[config.mk]
export PLATFORM = sky130hd
export DESIGN_NAME = ldpc_enc_ctrl
export DESIGN_NICKNAME = d
export VERILOG_FILES = /design/src/design/ldpc_pkg.sv /design/src/design/ldpc_enc_ctrl.sv
export SDC_FILE = /design/constraint.sdc
export NUM_CORES = 1
export LEC_CHECK = 0
export ABC_AREA = 1
export BUFFER_PORTS_ARGS = -buffer_cell sky130_fd_sc_hd__buf_2
export CAP_MARGIN = 20
export CORE_ASPECT_RATIO = 1.4
export CORE_MARGIN = 5
export CORE_UTILIZATION = 41
export CTS_CLUSTER_DIAMETER = 150
export CTS_CLUSTER_SIZE = 28
export DETAILED_ROUTE_END_ITERATION = 10
export PLACE_DENSITY_LB_ADDON = 0.1
export SYNTH_ARGS = -nofsm -noshare
export SYNTH_HDL_FRONTEND = slang
export SYNTH_SLANG_ARGS = --single-unit
[constraint.sdc]
create_clock -name clk -period 1.15 [get_ports clk]
set_clock_uncertainty 0.1 [all_clocks]
set_input_delay 0.1725 -clock clk [delete_from_list [all_inputs] [get_ports clk]]
set_output_delay 0.1725 -clock clk [all_outputs]
set_load 0.02 [all_outputs]
[src/design/ldpc_pkg.sv]
`default_nettype none

package ldpc_pkg;

  // --------------------------------------------------------------------------
  // code geometry
  // --------------------------------------------------------------------------
  localparam int code_n         = 2048;
  localparam int code_k         = 1024;
  localparam int parity_len     = code_n - code_k;
  localparam int circ_size      = 128;
  localparam int circ_cnt       = 8;          // circulants per row, also block rows.
  localparam int data_w         = 8;
  localparam int info_beats     = code_k / data_w;
  localparam int parity_beats   = parity_len / data_w;
  localparam int beats_per_circ = circ_size / data_w;

  // --------------------------------------------------------------------------
  // first row of each block row of the generator, circulant 1 in the msbs.
  // --------------------------------------------------------------------------
  localparam logic [parity_len-1:0] gen_first_rows [circ_cnt] = '{
    {128'hCFA794F49FA5A0D88BB31D8FCA7EA8BB,
     128'hA7AE7EE8A68580E3E922F9E13359B284,
     128'h91F72AE8F2D6BF7830A1F83B3CDBD463,
     128'hCE95C0EC1F609370D7E791C870229C1E,
     128'h71EF3FDF60E2878478934DB285DEC9DC,
     128'h0E95C103008B6BCDD2DAF85CAE732210,
     128'h8326EE83C1FBA56FDD15B2DDB31FE7F2,
     128'h3BA0BB43F83C67BDA1F6AEE46AEF4E62},
    {128'h565083780CA89ACAA70CCFB4A888AE35,
     128'h1210FAD0EC9602CC8C96B0A86D3996A3,
     128'hC0B07FDDA73454C25295F72BD5004E80,
     128'hACCF973FC30261C990525AA0CBA006BD,
     128'h9F079F09A405F7F87AD98429096F2A7E,
     128'hEB8C9B13B84C06E42843A47689A9C528,
     128'hDAAA1A175F598DCFDBAD426CA43AD479,
     128'h1BA78326E75F38EB6ED09A45303A6425},
    {128'h48F42033B7B9A05149DC839C90291E98,
     128'h9B2CEBE50A7C2C264FC6E7D674063589,
     128'hF5B6DEAEBF72106BA9E6676564C17134,
     128'h6D5954558D23519150AAF88D7008E634,
     128'h1FA962FBAB864A5F867C9D6CF4E087AA,
     128'h5D7AA674BA4B1D8CD7AE9186F1D3B23B,
     128'h047F112791EE97B63FB7B58FF3B94E95,
     128'h93BE39A6365C66B877AD316965A72F5B},
    {128'h1B58F88E49C00DC6B35855BFF228A088,
     128'h5C8ED47B61EEC66B5004FB6E65CBECF3,
     128'h77789998FE80925E0237F570E04C5F5B,
     128'hED677661EB7FC3825AB5D5D968C0808C,
     128'h2BDB828B19593F41671B8D0D41DF136C,
     128'hCB47553C9B3F0EA016CC1554C35E6A7D,
     128'h97587FEA91D2098E126EA73CC78658A6,
     128'hADE19711208186CA95C7417A15690C45},
    {128'hBE9C169D889339D9654C976A85CFD9F7,
     128'h47C4148E3B4712DAA3BAD1AD71873D3A,
     128'h1CD630C342C5EBB9183ADE9BEF294E8E,
     128'h7014C077A5F96F75BE566C866964D01C,
     128'hE72AC43A35AD216672EBB3259B77F9BB,
     128'h18DA8B09194FA1F0E876A080C9D6A39F,
     128'h809B168A3D88E8E93D995CE5232C2DC2,
     128'hC7CFA44A363F628A668D46C398CAF96F},
    {128'hD57DBB24AE27ACA1716F8EA1B8AA1086,
     128'h7B7796F4A86F1FD54C7576AD01C68953,
     128'hE75BE799024482368F069658F7AAAFB0,
     128'h975F3AF795E78D255871C71B4F4B77F6,
     128'h65CD9C359BB2A82D5353E007166BDD41,
     128'h2C5447314DB027B10B130071AD0398D1,
     128'hDE19BC7A6BBCF6A0FF021AABF12920A5,
     128'h58BAED484AF89E29D4DBC170CEF1D369},
    {128'h4C330B2D11E15B5CB3815E09605338A6,
     128'h75E3D1A3541E0E284F6556D68D3C8A9E,
     128'hE5BB3B297DB62CD2907F09996967A0F4,
     128'hFF33AEEE2C8A4A52FCCF5C39D355C39C,
     128'h5FE5F09ABA6BCCE02A73401E5F87EAC2,
     128'hD75702F4F57670DFA70B1C002F523EEA,
     128'h6CE1CE2E05D420CB867EC0166B8E53A9,
     128'h9DF9801A1C33058DD116A0AE7278BBB9},
    {128'h4CF0B0C792DD8FDB3ECEAE6F2B7F663D,
     128'h106A1C296E47C14C1498B045D57DEFB5,
     128'h968F6D8C790263C353CF307EF90C1F21,
     128'h66E6B632F6614E58267EF096C37718A3,
     128'h3D46E5D10E993EB6DF81518F885EDA1B,
     128'h6FF518FD48BB8E9DDBED4AC0F4F5EB89,
     128'hBCC64D21A65DB379ABE2E4DC21F109FF,
     128'h2EC0CE7B5D40973D13ECF713B01C6F10}
  };

  // --------------------------------------------------------------------------
  // controller states
  // --------------------------------------------------------------------------
  typedef enum logic [1:0] {
    st_wait_in,     // s_axis_tready high.
    st_info_out,    // echo of the accepted byte.
    st_parity_gap,
    st_parity_out
  } enc_state_e;

endpackage

`default_nettype wire

[src/design/ldpc_enc_ctrl.sv]
`timescale 1ns/1ps
`default_nettype none

module ldpc_enc_ctrl (
  input  wire logic                            clk,
  input  wire logic                            rst_n,

  input  wire logic [ldpc_pkg::data_w-1:0]     s_axis_tdata,
  input  wire logic                            s_axis_tvalid,
  output logic                                 s_axis_tready,

  output logic [ldpc_pkg::data_w-1:0]          m_axis_tdata,
  output logic                                 m_axis_tvalid,
  output logic                                 m_axis_tlast,
  input  wire logic                            m_axis_tready,

  input  wire logic [ldpc_pkg::data_w-1:0]     parity_byte,
  output logic [ldpc_pkg::data_w-1:0]          info_byte,
  output logic                                 info_done,
  output logic                                 parity_shift
);

  localparam int cnt_w = $clog2(ldpc_pkg::info_beats);

  ldpc_pkg::enc_state_e state;
  ldpc_pkg::enc_state_e state_nxt;
  logic [cnt_w-1:0]     beat_cnt;
  logic [cnt_w-1:0]     beat_cnt_nxt;
  logic                 in_xfer;

  assign in_xfer      = s_axis_tvalid && s_axis_tready;
  assign info_done    = (state == ldpc_pkg::st_info_out) && m_axis_tready;
  assign parity_shift = (state == ldpc_pkg::st_parity_out) && m_axis_tready;

  // --------------------------------------------------------------------------
  // next state
  // --------------------------------------------------------------------------
  always_comb
  begin
    state_nxt    = state;
    beat_cnt_nxt = beat_cnt;
    case (state)
      ldpc_pkg::st_wait_in:
        if (in_xfer)
          state_nxt = ldpc_pkg::st_info_out;
      ldpc_pkg::st_info_out:
        if (info_done)
        begin
          if (beat_cnt == cnt_w'(ldpc_pkg::info_beats - 1))
          begin
            beat_cnt_nxt = '0;
            state_nxt    = ldpc_pkg::st_parity_gap;
          end
          else
          begin
            beat_cnt_nxt = beat_cnt + 1'b1;
            state_nxt    = ldpc_pkg::st_wait_in;
          end
        end
      ldpc_pkg::st_parity_gap:
        state_nxt = ldpc_pkg::st_parity_out;   // parity settles here.
      ldpc_pkg::st_parity_out:
        if (parity_shift)
        begin
          if (beat_cnt == cnt_w'(ldpc_pkg::parity_beats - 1))
          begin
            beat_cnt_nxt = '0;
            state_nxt    = ldpc_pkg::st_wait_in;
          end
          else
          begin
            beat_cnt_nxt = beat_cnt + 1'b1;
          end
        end
      default:
        state_nxt = ldpc_pkg::st_wait_in;
    endcase
  end

  // tready is registered so that it stays low while in reset.
  always_ff @(posedge clk or negedge rst_n)
  begin
    if (!rst_n)
    begin
      state         <= ldpc_pkg::st_wait_in;
      beat_cnt      <= '0;
      s_axis_tready <= 1'b0;
    end
    else
    begin
      state         <= state_nxt;
      beat_cnt      <= beat_cnt_nxt;
      s_axis_tready <= (state_nxt == ldpc_pkg::st_wait_in);
    end
  end

  always_ff @(posedge clk)
  begin
    if (in_xfer)
      info_byte <= s_axis_tdata;
  end

  // --------------------------------------------------------------------------
  // output side
  // --------------------------------------------------------------------------
  assign m_axis_tvalid = (state == ldpc_pkg::st_info_out) ||
                         (state == ldpc_pkg::st_parity_out);
  assign m_axis_tlast  = (state == ldpc_pkg::st_parity_out) &&
                         (beat_cnt == cnt_w'(ldpc_pkg::parity_beats - 1));

  always_comb
  begin
    case (state)
      ldpc_pkg::st_info_out:   m_axis_tdata = info_byte;     // echo.
      ldpc_pkg::st_parity_out: m_axis_tdata = parity_byte;
      default:                 m_axis_tdata = '0;
    endcase
  end

endmodule

`default_nettype wire

* Word level (Yosys, flattened, before mapping)
Cells that the tools add are included.
Cells by class: add/subtract/negate cells 1, multiply operators 0, divide/modulo/power cells 0, order comparisons 0, equality and inequality tests 6, shift operators 0, multiplexer cells 11, bitwise gates (word level) 0, reductions and logical operators 9
Operator list (count):
- 7-bit two-way mux | 3
- 8-bit one-hot mux with 2 select lines | 1
- 7-bit one-hot mux with 2 select lines | 1
- 2-bit two-way mux | 5
- 2-bit one-hot mux with 4 select lines | 1
- 7-bit by 1-bit adder with 7-bit output (second input constant) | 1
- 7-bit == test (second input constant) | 1
- 2-bit == test (second input constant) | 2
- 1-bit logical AND | 4
- 2-bit logical NOT | 2
- 2-bit != test (second input constant) | 2
- 3-bit AND reduction | 1
- 2-bit by 1-bit == test with 1-bit output (second input constant) | 1
- 2-bit nonzero test | 1
- 1-bit logical OR | 1
Storage, ports and cells: register bits after elaboration 18, bits in latches 0, RAM bits 0, bits in read-only memories 0, bits of input ports 20, output and inout port bits 21, word-level logic and storage cells 31, memories kept 0

* Logic depth before layout (Yosys ltp)
Gate-level depths: netlist of run 1.
depth in word-level cells 5, mapped depth 7, gate-level depth less buffers 7

* Worst setup path after synthesis of run 1
OpenSTA, ideal clock, no wires.
kind flip-flop to output port, start point register beat_cnt[0], end point output m_axis_tlast, arrival 1.047 ns, data required time 0.877 ns, setup slack -0.170 ns, cell stages (with the launch flop) 6, path buffers 0, cells stage by stage dfrtp_1 > ha_1 > nand3_2 > clkinv_2 > nand2_1 > nor2_1
Between the ends: longest elaborated chain between the ends 2
Ends and longest elaborated chain:
- start, declared | line ldpc_enc_ctrl.sv:27 | logic [cnt_w-1:0] beat_cnt;
- start signal, assigned | line ldpc_enc_ctrl.sv:92 | beat_cnt <= beat_cnt_nxt;
- 7-bit == test | line ldpc_enc_ctrl.sv:109 | (beat_cnt == cnt_w'(ldpc_pkg::parity_beats - 1));
- 1-bit logical AND | line ldpc_enc_ctrl.sv:108 | assign m_axis_tlast = (state == ldpc_pkg::st_parity_out) &&
- end, declared | line ldpc_enc_ctrl.sv:14 | output logic m_axis_tlast,
No other way between the ends.

* Worst setup path after layout of run 1
Ends and elaborated chain as after synthesis.

==> results of run 1 <==
==> placed cells by master (no fill, tap or decap) <==
master and count:
buf_6 29, buf_2 20, buf_4 18, nand3_2 15
nand2_2 13, nand2_1 11, dlygate4sd3_1 9, edfxtp_1 8
dfrtp_1 7, nand3_4 6, inv_1 6, nand2_4 6
nor2_4 5, inv_2 3, clkbuf_4 3, dfrtp_2 3
clkinv_4 2, nand3_1 2, nor2_2 2, nand4_1 2
nand2_8 1, clkinv_8 1, or2_1 1, nor2_1 1
xor2_1 1, xnor2_2 1, xnor2_1 1, ha_4 1
clkinv_1 1, buf_8 1, buf_12 1
==> area by class of cell <==
class,count,share of cell area (%)
repair buffers,78,35.6
multi-input cells,69,32.4
inverters,12,3.50
flip-flops and latches,18,25.6
well taps,22,1.43
clock buffers,3,1.17
clock inverters,1,0.195
==> per-stage QoR <==
stage / hold WS [ns] / instances / worst slack (ns) / instance area [um2]
floorplan: -0.223 / 103 / -0.0590 / 947
global placement: -0.0507 / 176 / -0.153 / 1260
detailed placement: -0.0491 / 176 / -0.199 / 1260
CTS: 0.172 / 199 / -0.386 / 1700
global route: 0.150 / 203 / -0.450 / 1930
finish: 0.154 / 203 / -0.394 / 1930
==> flip-flops by register name, summed over array words and instances (netlist names) <==
name,cells
beat_cnt,7
info_byte,8
s_axis_tready,1
state,2
==> worst max-delay path: cells and delay by family (launching register included) <==
kind,cells,cell delay (ns)
adders and majority gates,1,0.18
buffers and inverters,2,0.19
DFF,1,0.42
and+or+nand+nor,3,0.21
==> per-layer routing <==
metal | routed length, um | vias to the layer above | global-route usage, %
met5 | 0 | - | 0
met4 | 120 | 0 | 7.21
met3 | 187 | 11 | 3.84
met2 | 2160 | 47 | 38.1
met1 | 1360 | 502 | 19.8
li1 | - | 490 | -
==> worst max-delay path by stage <==
stage,from,to,cells after the start
final,beat_cnt[0],m_axis_tlast,6
after global routing,beat_cnt[0],m_axis_tlast,6
after CTS,beat_cnt[1],m_axis_tlast,6
after detailed placement,beat_cnt[0],m_axis_tlast,6
after global placement,beat_cnt[0],m_axis_tlast,6
after floorplan,beat_cnt[0],m_axis_tlast,5
==> cell families after synthesis <==
| family | Yosys count | synth area share, % |
|---|---|---|
| flip-flops | 18 | 53.4 |
| buffers and inverters | 16 | 8.31 |
| adder cells (fa/ha/maj) | 1 | 1.36 |
| XOR/XNOR | 3 | 2.86 |
| AND/OR/NAND/NOR | 65 | 34.1 |
==> timing repair <==
item,CTS,global route
hold endpoints to repair,18,0
pin swaps,24,10
setup endpoints to repair,21,31
setup buffers,9,6
gates cloned,2,0
hold buffers,9,0
gates resized for setup,66,51
==> power groups by stage <==
stage	combinational [mW]	sequential, mW	clock (mW)
after global placement	1.43	0.992	0
after detailed placement	1.46	1.00	0
after global routing	2.88	1.11	0.368
final	2.72	1.09	0.326
after floorplan	0.842	1.10	0
after CTS	2.11	1.03	0.327
==> metrics.txt, run 1 <==
HPWL after detailed placement 1840 um; Worst Path Required 0.88 ns; Post-Route WL 3830 um; Core Rows 20; Seq. cell area 494 um2; Critical R2R Launch beat_cnt[1]; max_slew headroom 83.4%; Synth Cell Area 918 um2; Starting Density 42.7%; CP startpoint kind flip-flop; RR Endpoint beat_cnt[5]; crit path DAT 1.27 ns; GP Congestion 0.797; RSZ-0062 raised after global routing yes; Period Utilization, post-route 134%; Synth top area share 27.2%; Design Power 4.14 mW; Worst R2R Setup Slack -0.33 ns; final net count 203; H-tree levels 1; Detail Route Antenna Nets 0; largest net degree at the start of global routing 11; switching power 1.81 mW; register bit total from synthesis 18; 1st-pass router iterations 4; core area 2150 um2; Final min period 1.54 ns; grt total ovfl 0; violation count after the first detailed-route iteration 25; fin worst setup slack -0.394 ns; number of buffers created by CTS 3; initial antenna violation count 0; IO buf count 40; area of the multi-input gates 626 um2; synth unique cells 22; ys async rst share 55.6%; die width 50 um; share of post-route cells with drive strength above 1 72.4%; slowest cell on the critical path dfrtp_1; crit-path max cell delay 0.42 ns; Setup TNS -6.07 ns; Synth area leaders dfrtp_1 27%, edfxtp_1 26%, nand2_1 11%, nand3_1 11%, inv_1 3.7%; syn avg cell area 8.92 um2; DR WL/cell 18.9 um; # fillers 91; commonest cells in the netlist 28 x nand2_1, 21 x nand3_1, 10 x dfrtp_1; Mapped Cells 103; Hold WC Path Type in2async; Final Slew Violations 0; CTS sink count 18; post-synth top area cell dfrtp_1; crit path kind reg2out; CTS tree built; status finished, violations left; Final Hold Viols 0; first-pass GRT wire length 4950 um; area grow syn2layout 110%; vias per cell 5.17; Leak 0.906 nW; vias 1050; most frequent cell after synthesis nand2_1; VDD IR max 0.00165 V; Post-synth EDFFs 8; power share of the clock group 7.9%; Critical Path Fanout Max 2; worst slew pin tran 0.249 ns; fmax 648 MHz; syn_nets 124; DIE HEIGHT 66 um; Diodes inserted 0; Worst-path clk slew 0.11 ns; Total Routing Usage GR 19.6%; Root Buffer clkbuf_4; vias in the first global route 1080; Util after Layout 89.6%; final setup violating endpoints 28; PwrDens 2150 nW/um2; Max clock buf depth 2; Post-synth top flop dfrtp_1; Int Pwr 2.33 mW; die area 3300 um2; Max-Cap Viols 0; Synth Warn # 0; logic gate share of total power 65.7%; Setup crit end kind primary output; Net Sw Frac 43.7%; failing checks setup timing; worst skew pair latency 0.29 ns; CP cell instances ha_4, nand3_4, clkinv_4, nand2_4, nor2_4, buf_6; register area share after synthesis 53.4%; Sequential Power Share 26.4%; R2R depth 9; # DRC 0; IO Count 41
Note: power is estimated with default switching activity, not from simulation.
==> run 2: changes to the inputs <==
- TNS_END_PERCENT: not set -> 10
==> run 2 against run 1 <==
The run still ends with setup timing left; combinational power decreased by 32%; die area unchanged; non-clock buffer count decreased by 8; count of clock-buffer cells in the layout increased by 1; final cell count decreased by 3.4%; via count decreased by 9.0%; largest cell class unchanged.
==> metrics.txt, run 2 (same netlist as run 1, synthesis figures left out) <==
status finished, violations left; failing checks setup timing; Seq. cell area 494 um2 (unchanged); CTS tree built; IO buf count 40 (unchanged); area grow syn2layout 69.5%; Sequential Power Share 32.8% (+6.4 points); Critical Path Fanout Max 2 (unchanged); die area 3300 um2 (unchanged); max_slew headroom 83.4% (about the same); core area 2150 um2 (unchanged); 1st-pass router iterations 4 (unchanged); Worst Path Required 0.88 ns (about the same); Worst-path clk slew 0.10 ns (about the same); placed cell area 1240 um2 (-1.8%); IO Count 41 (unchanged); power share of the clock group 10.1% (+2.2 points); worst skew pair latency 0.29 ns (about the same); Max clock buf depth 2 (unchanged); Setup TNS -5.48 ns (+0.590 ns); grt total ovfl 0 (unchanged); area of the multi-input gates 435 um2 (-30%); Hold WC Path Type in2async; HPWL after detailed placement 1730 um (-5.8%); Detail Route Antenna Nets 0 (unchanged); DR WL/cell 12.6 um (-33%); final std cells w/o fill 196 (-3.4%); Int Pwr 1.89 mW (-19%); # DRC 0 (unchanged); share of post-route cells with drive strength above 1 48.3% (-24 points); switching power 1.33 mW (-26%); Final min period 1.55 ns (+0.00517 ns); R2R depth 8 (-1); Net Sw Frac 41.4% (-2.3 points); Biggest register info_byte; Final Instance Area 1560 um2 (-19%); Critical R2R Launch beat_cnt[0]; VDD IR max 0.00146 V (-12%); die width 50 um (unchanged); number of buffers created by CTS 3 (unchanged); RSZ-0062 raised after global routing yes; H-tree levels 1 (unchanged); leading cell types in the layout, fill and taps excluded 35 x buf_2, 27 x nand2_1, 20 x nand3_1; Worst R2R Setup Slack -0.29 ns (+0.04 ns); Final Slew Violations 0 (unchanged); Total Routing Usage GR 15.7% (-3.9 points); Max-Cap Viols 0 (unchanged); crit path DAT 1.28 ns (about the same); final setup violating endpoints 22 (-21%); crit path kind reg2out; Util after Layout 72.3% (-17 points); Diodes inserted 0 (unchanged); Setup crit end kind primary output; CTS sink count 18 (unchanged); initial antenna violation count 0 (unchanged); placed cells 174 (-1.1%); vias per cell 4.87 (-5.8%); Root Buffer clkbuf_4; Core Rows 20 (unchanged); max reg flops 8 (unchanged); GP Congestion 0.788 (-1.0%); # fillers 169 (+86%); Period Utilization, post-route 135% (+0.45 points); Final Hold Viols 0 (unchanged); violation count after the first detailed-route iteration 19 (-24%); Starting Density 42.7% (unchanged); DIE HEIGHT 66 um (unchanged); top flop regs info_byte x8, beat_cnt x7, state x2; logic gate share of total power 57.1% (-8.6 points); Post-Route WL 2480 um (-35%); largest net degree at the start of global routing 17 (+6); fmax 646 MHz (-0.33%); worst slew pin tran 0.249 ns (+0.000410 ns); Design Power 3.22 mW (-22%); vias in the first global route 953 (-12%); final net count 196 (-3.4%); most common cell after layout, fill and taps aside buf_2; fin worst setup slack -0.399 ns (-0.00517 ns); PwrDens 2070 nW/um2 (-3.7%); RR Endpoint beat_cnt[5]; vias 955 (-9.0%); CP startpoint kind flip-flop; first-pass GRT wire length 4000 um (-19%); Leak 0.797 nW (-12%)
## run 2: cell type report
type                    count  share of cell area, %
repair buffers             70                   33.1
repair inverters            1                  0.241
inverters                  12                   3.46
well taps                  22                   1.77
clock buffers               4                   1.69
flip-flops and latches     18                   31.8
multi-input cells          69                   28.0
## run 2: layer usage
layer | track usage, % | routed length [um]
met3 | 4.97 | 218
met2 | 27.8 | 1310
met1 | 16.0 | 903
met5 | 0 | 0
met4 | 7.87 | 49
## run 2: per-stage QoR
step / setup slack [ns] / hold WS, ns
floorplan: -0.0590 / -0.223
detailed placement: -0.188 / -0.0533
finish: -0.399 / 0.169
CTS: -0.395 / 0.163
global placement: -0.152 / -0.0523
global route: -0.488 / 0.177
## run 2: timing repair
action                                  4_1_cts  5_1_grt
endpoints found under the hold margin        18        0
hold buffers                                  9        0
endpoints found under the setup margin       21       31
gates resized for setup                      12       20
pin swaps                                     3        2
gates cloned                                  1        0
setup buffers                                 3        5
## run 2: worst max-delay path by stage
| stage | to | slack, ns | start | cells after the start |
|---|---|---|---|---|
| 2_1_floorplan | m_axis_tlast | -0.06 | beat_cnt[0] | 5 |
| 3_3_place_gp | m_axis_tlast | -0.15 | beat_cnt[0] | 6 |
| 3_5_place_dp | beat_cnt[5] | -0.19 | beat_cnt[1] | 7 |
| 4_1_cts | m_axis_tlast | -0.39 | beat_cnt[1] | 6 |
| 5_1_grt | m_axis_tlast | -0.49 | beat_cnt[0] | 6 |
| 6_report | m_axis_tlast | -0.40 | beat_cnt[0] | 6 |
## run 2: power groups by stage
stage	combinational [mW]	clock, mW	sequential, mW
finish	1.84	0.324	1.06
global route	2.01	0.384	1.08
CTS	1.52	0.329	1.02
detailed placement	1.44	0	1.02
global placement	1.41	0	1.01
floorplan	0.807	0	1.10
## run 2: critical path, stage by stage (launching register included)
cell,delay [ns]
dfrtp_1,0.41
ha_4,0.17
nand3_4,0.09
inv_4,0.07
nand2_4,0.05
nor2_4,0.08
buf_6,0.11
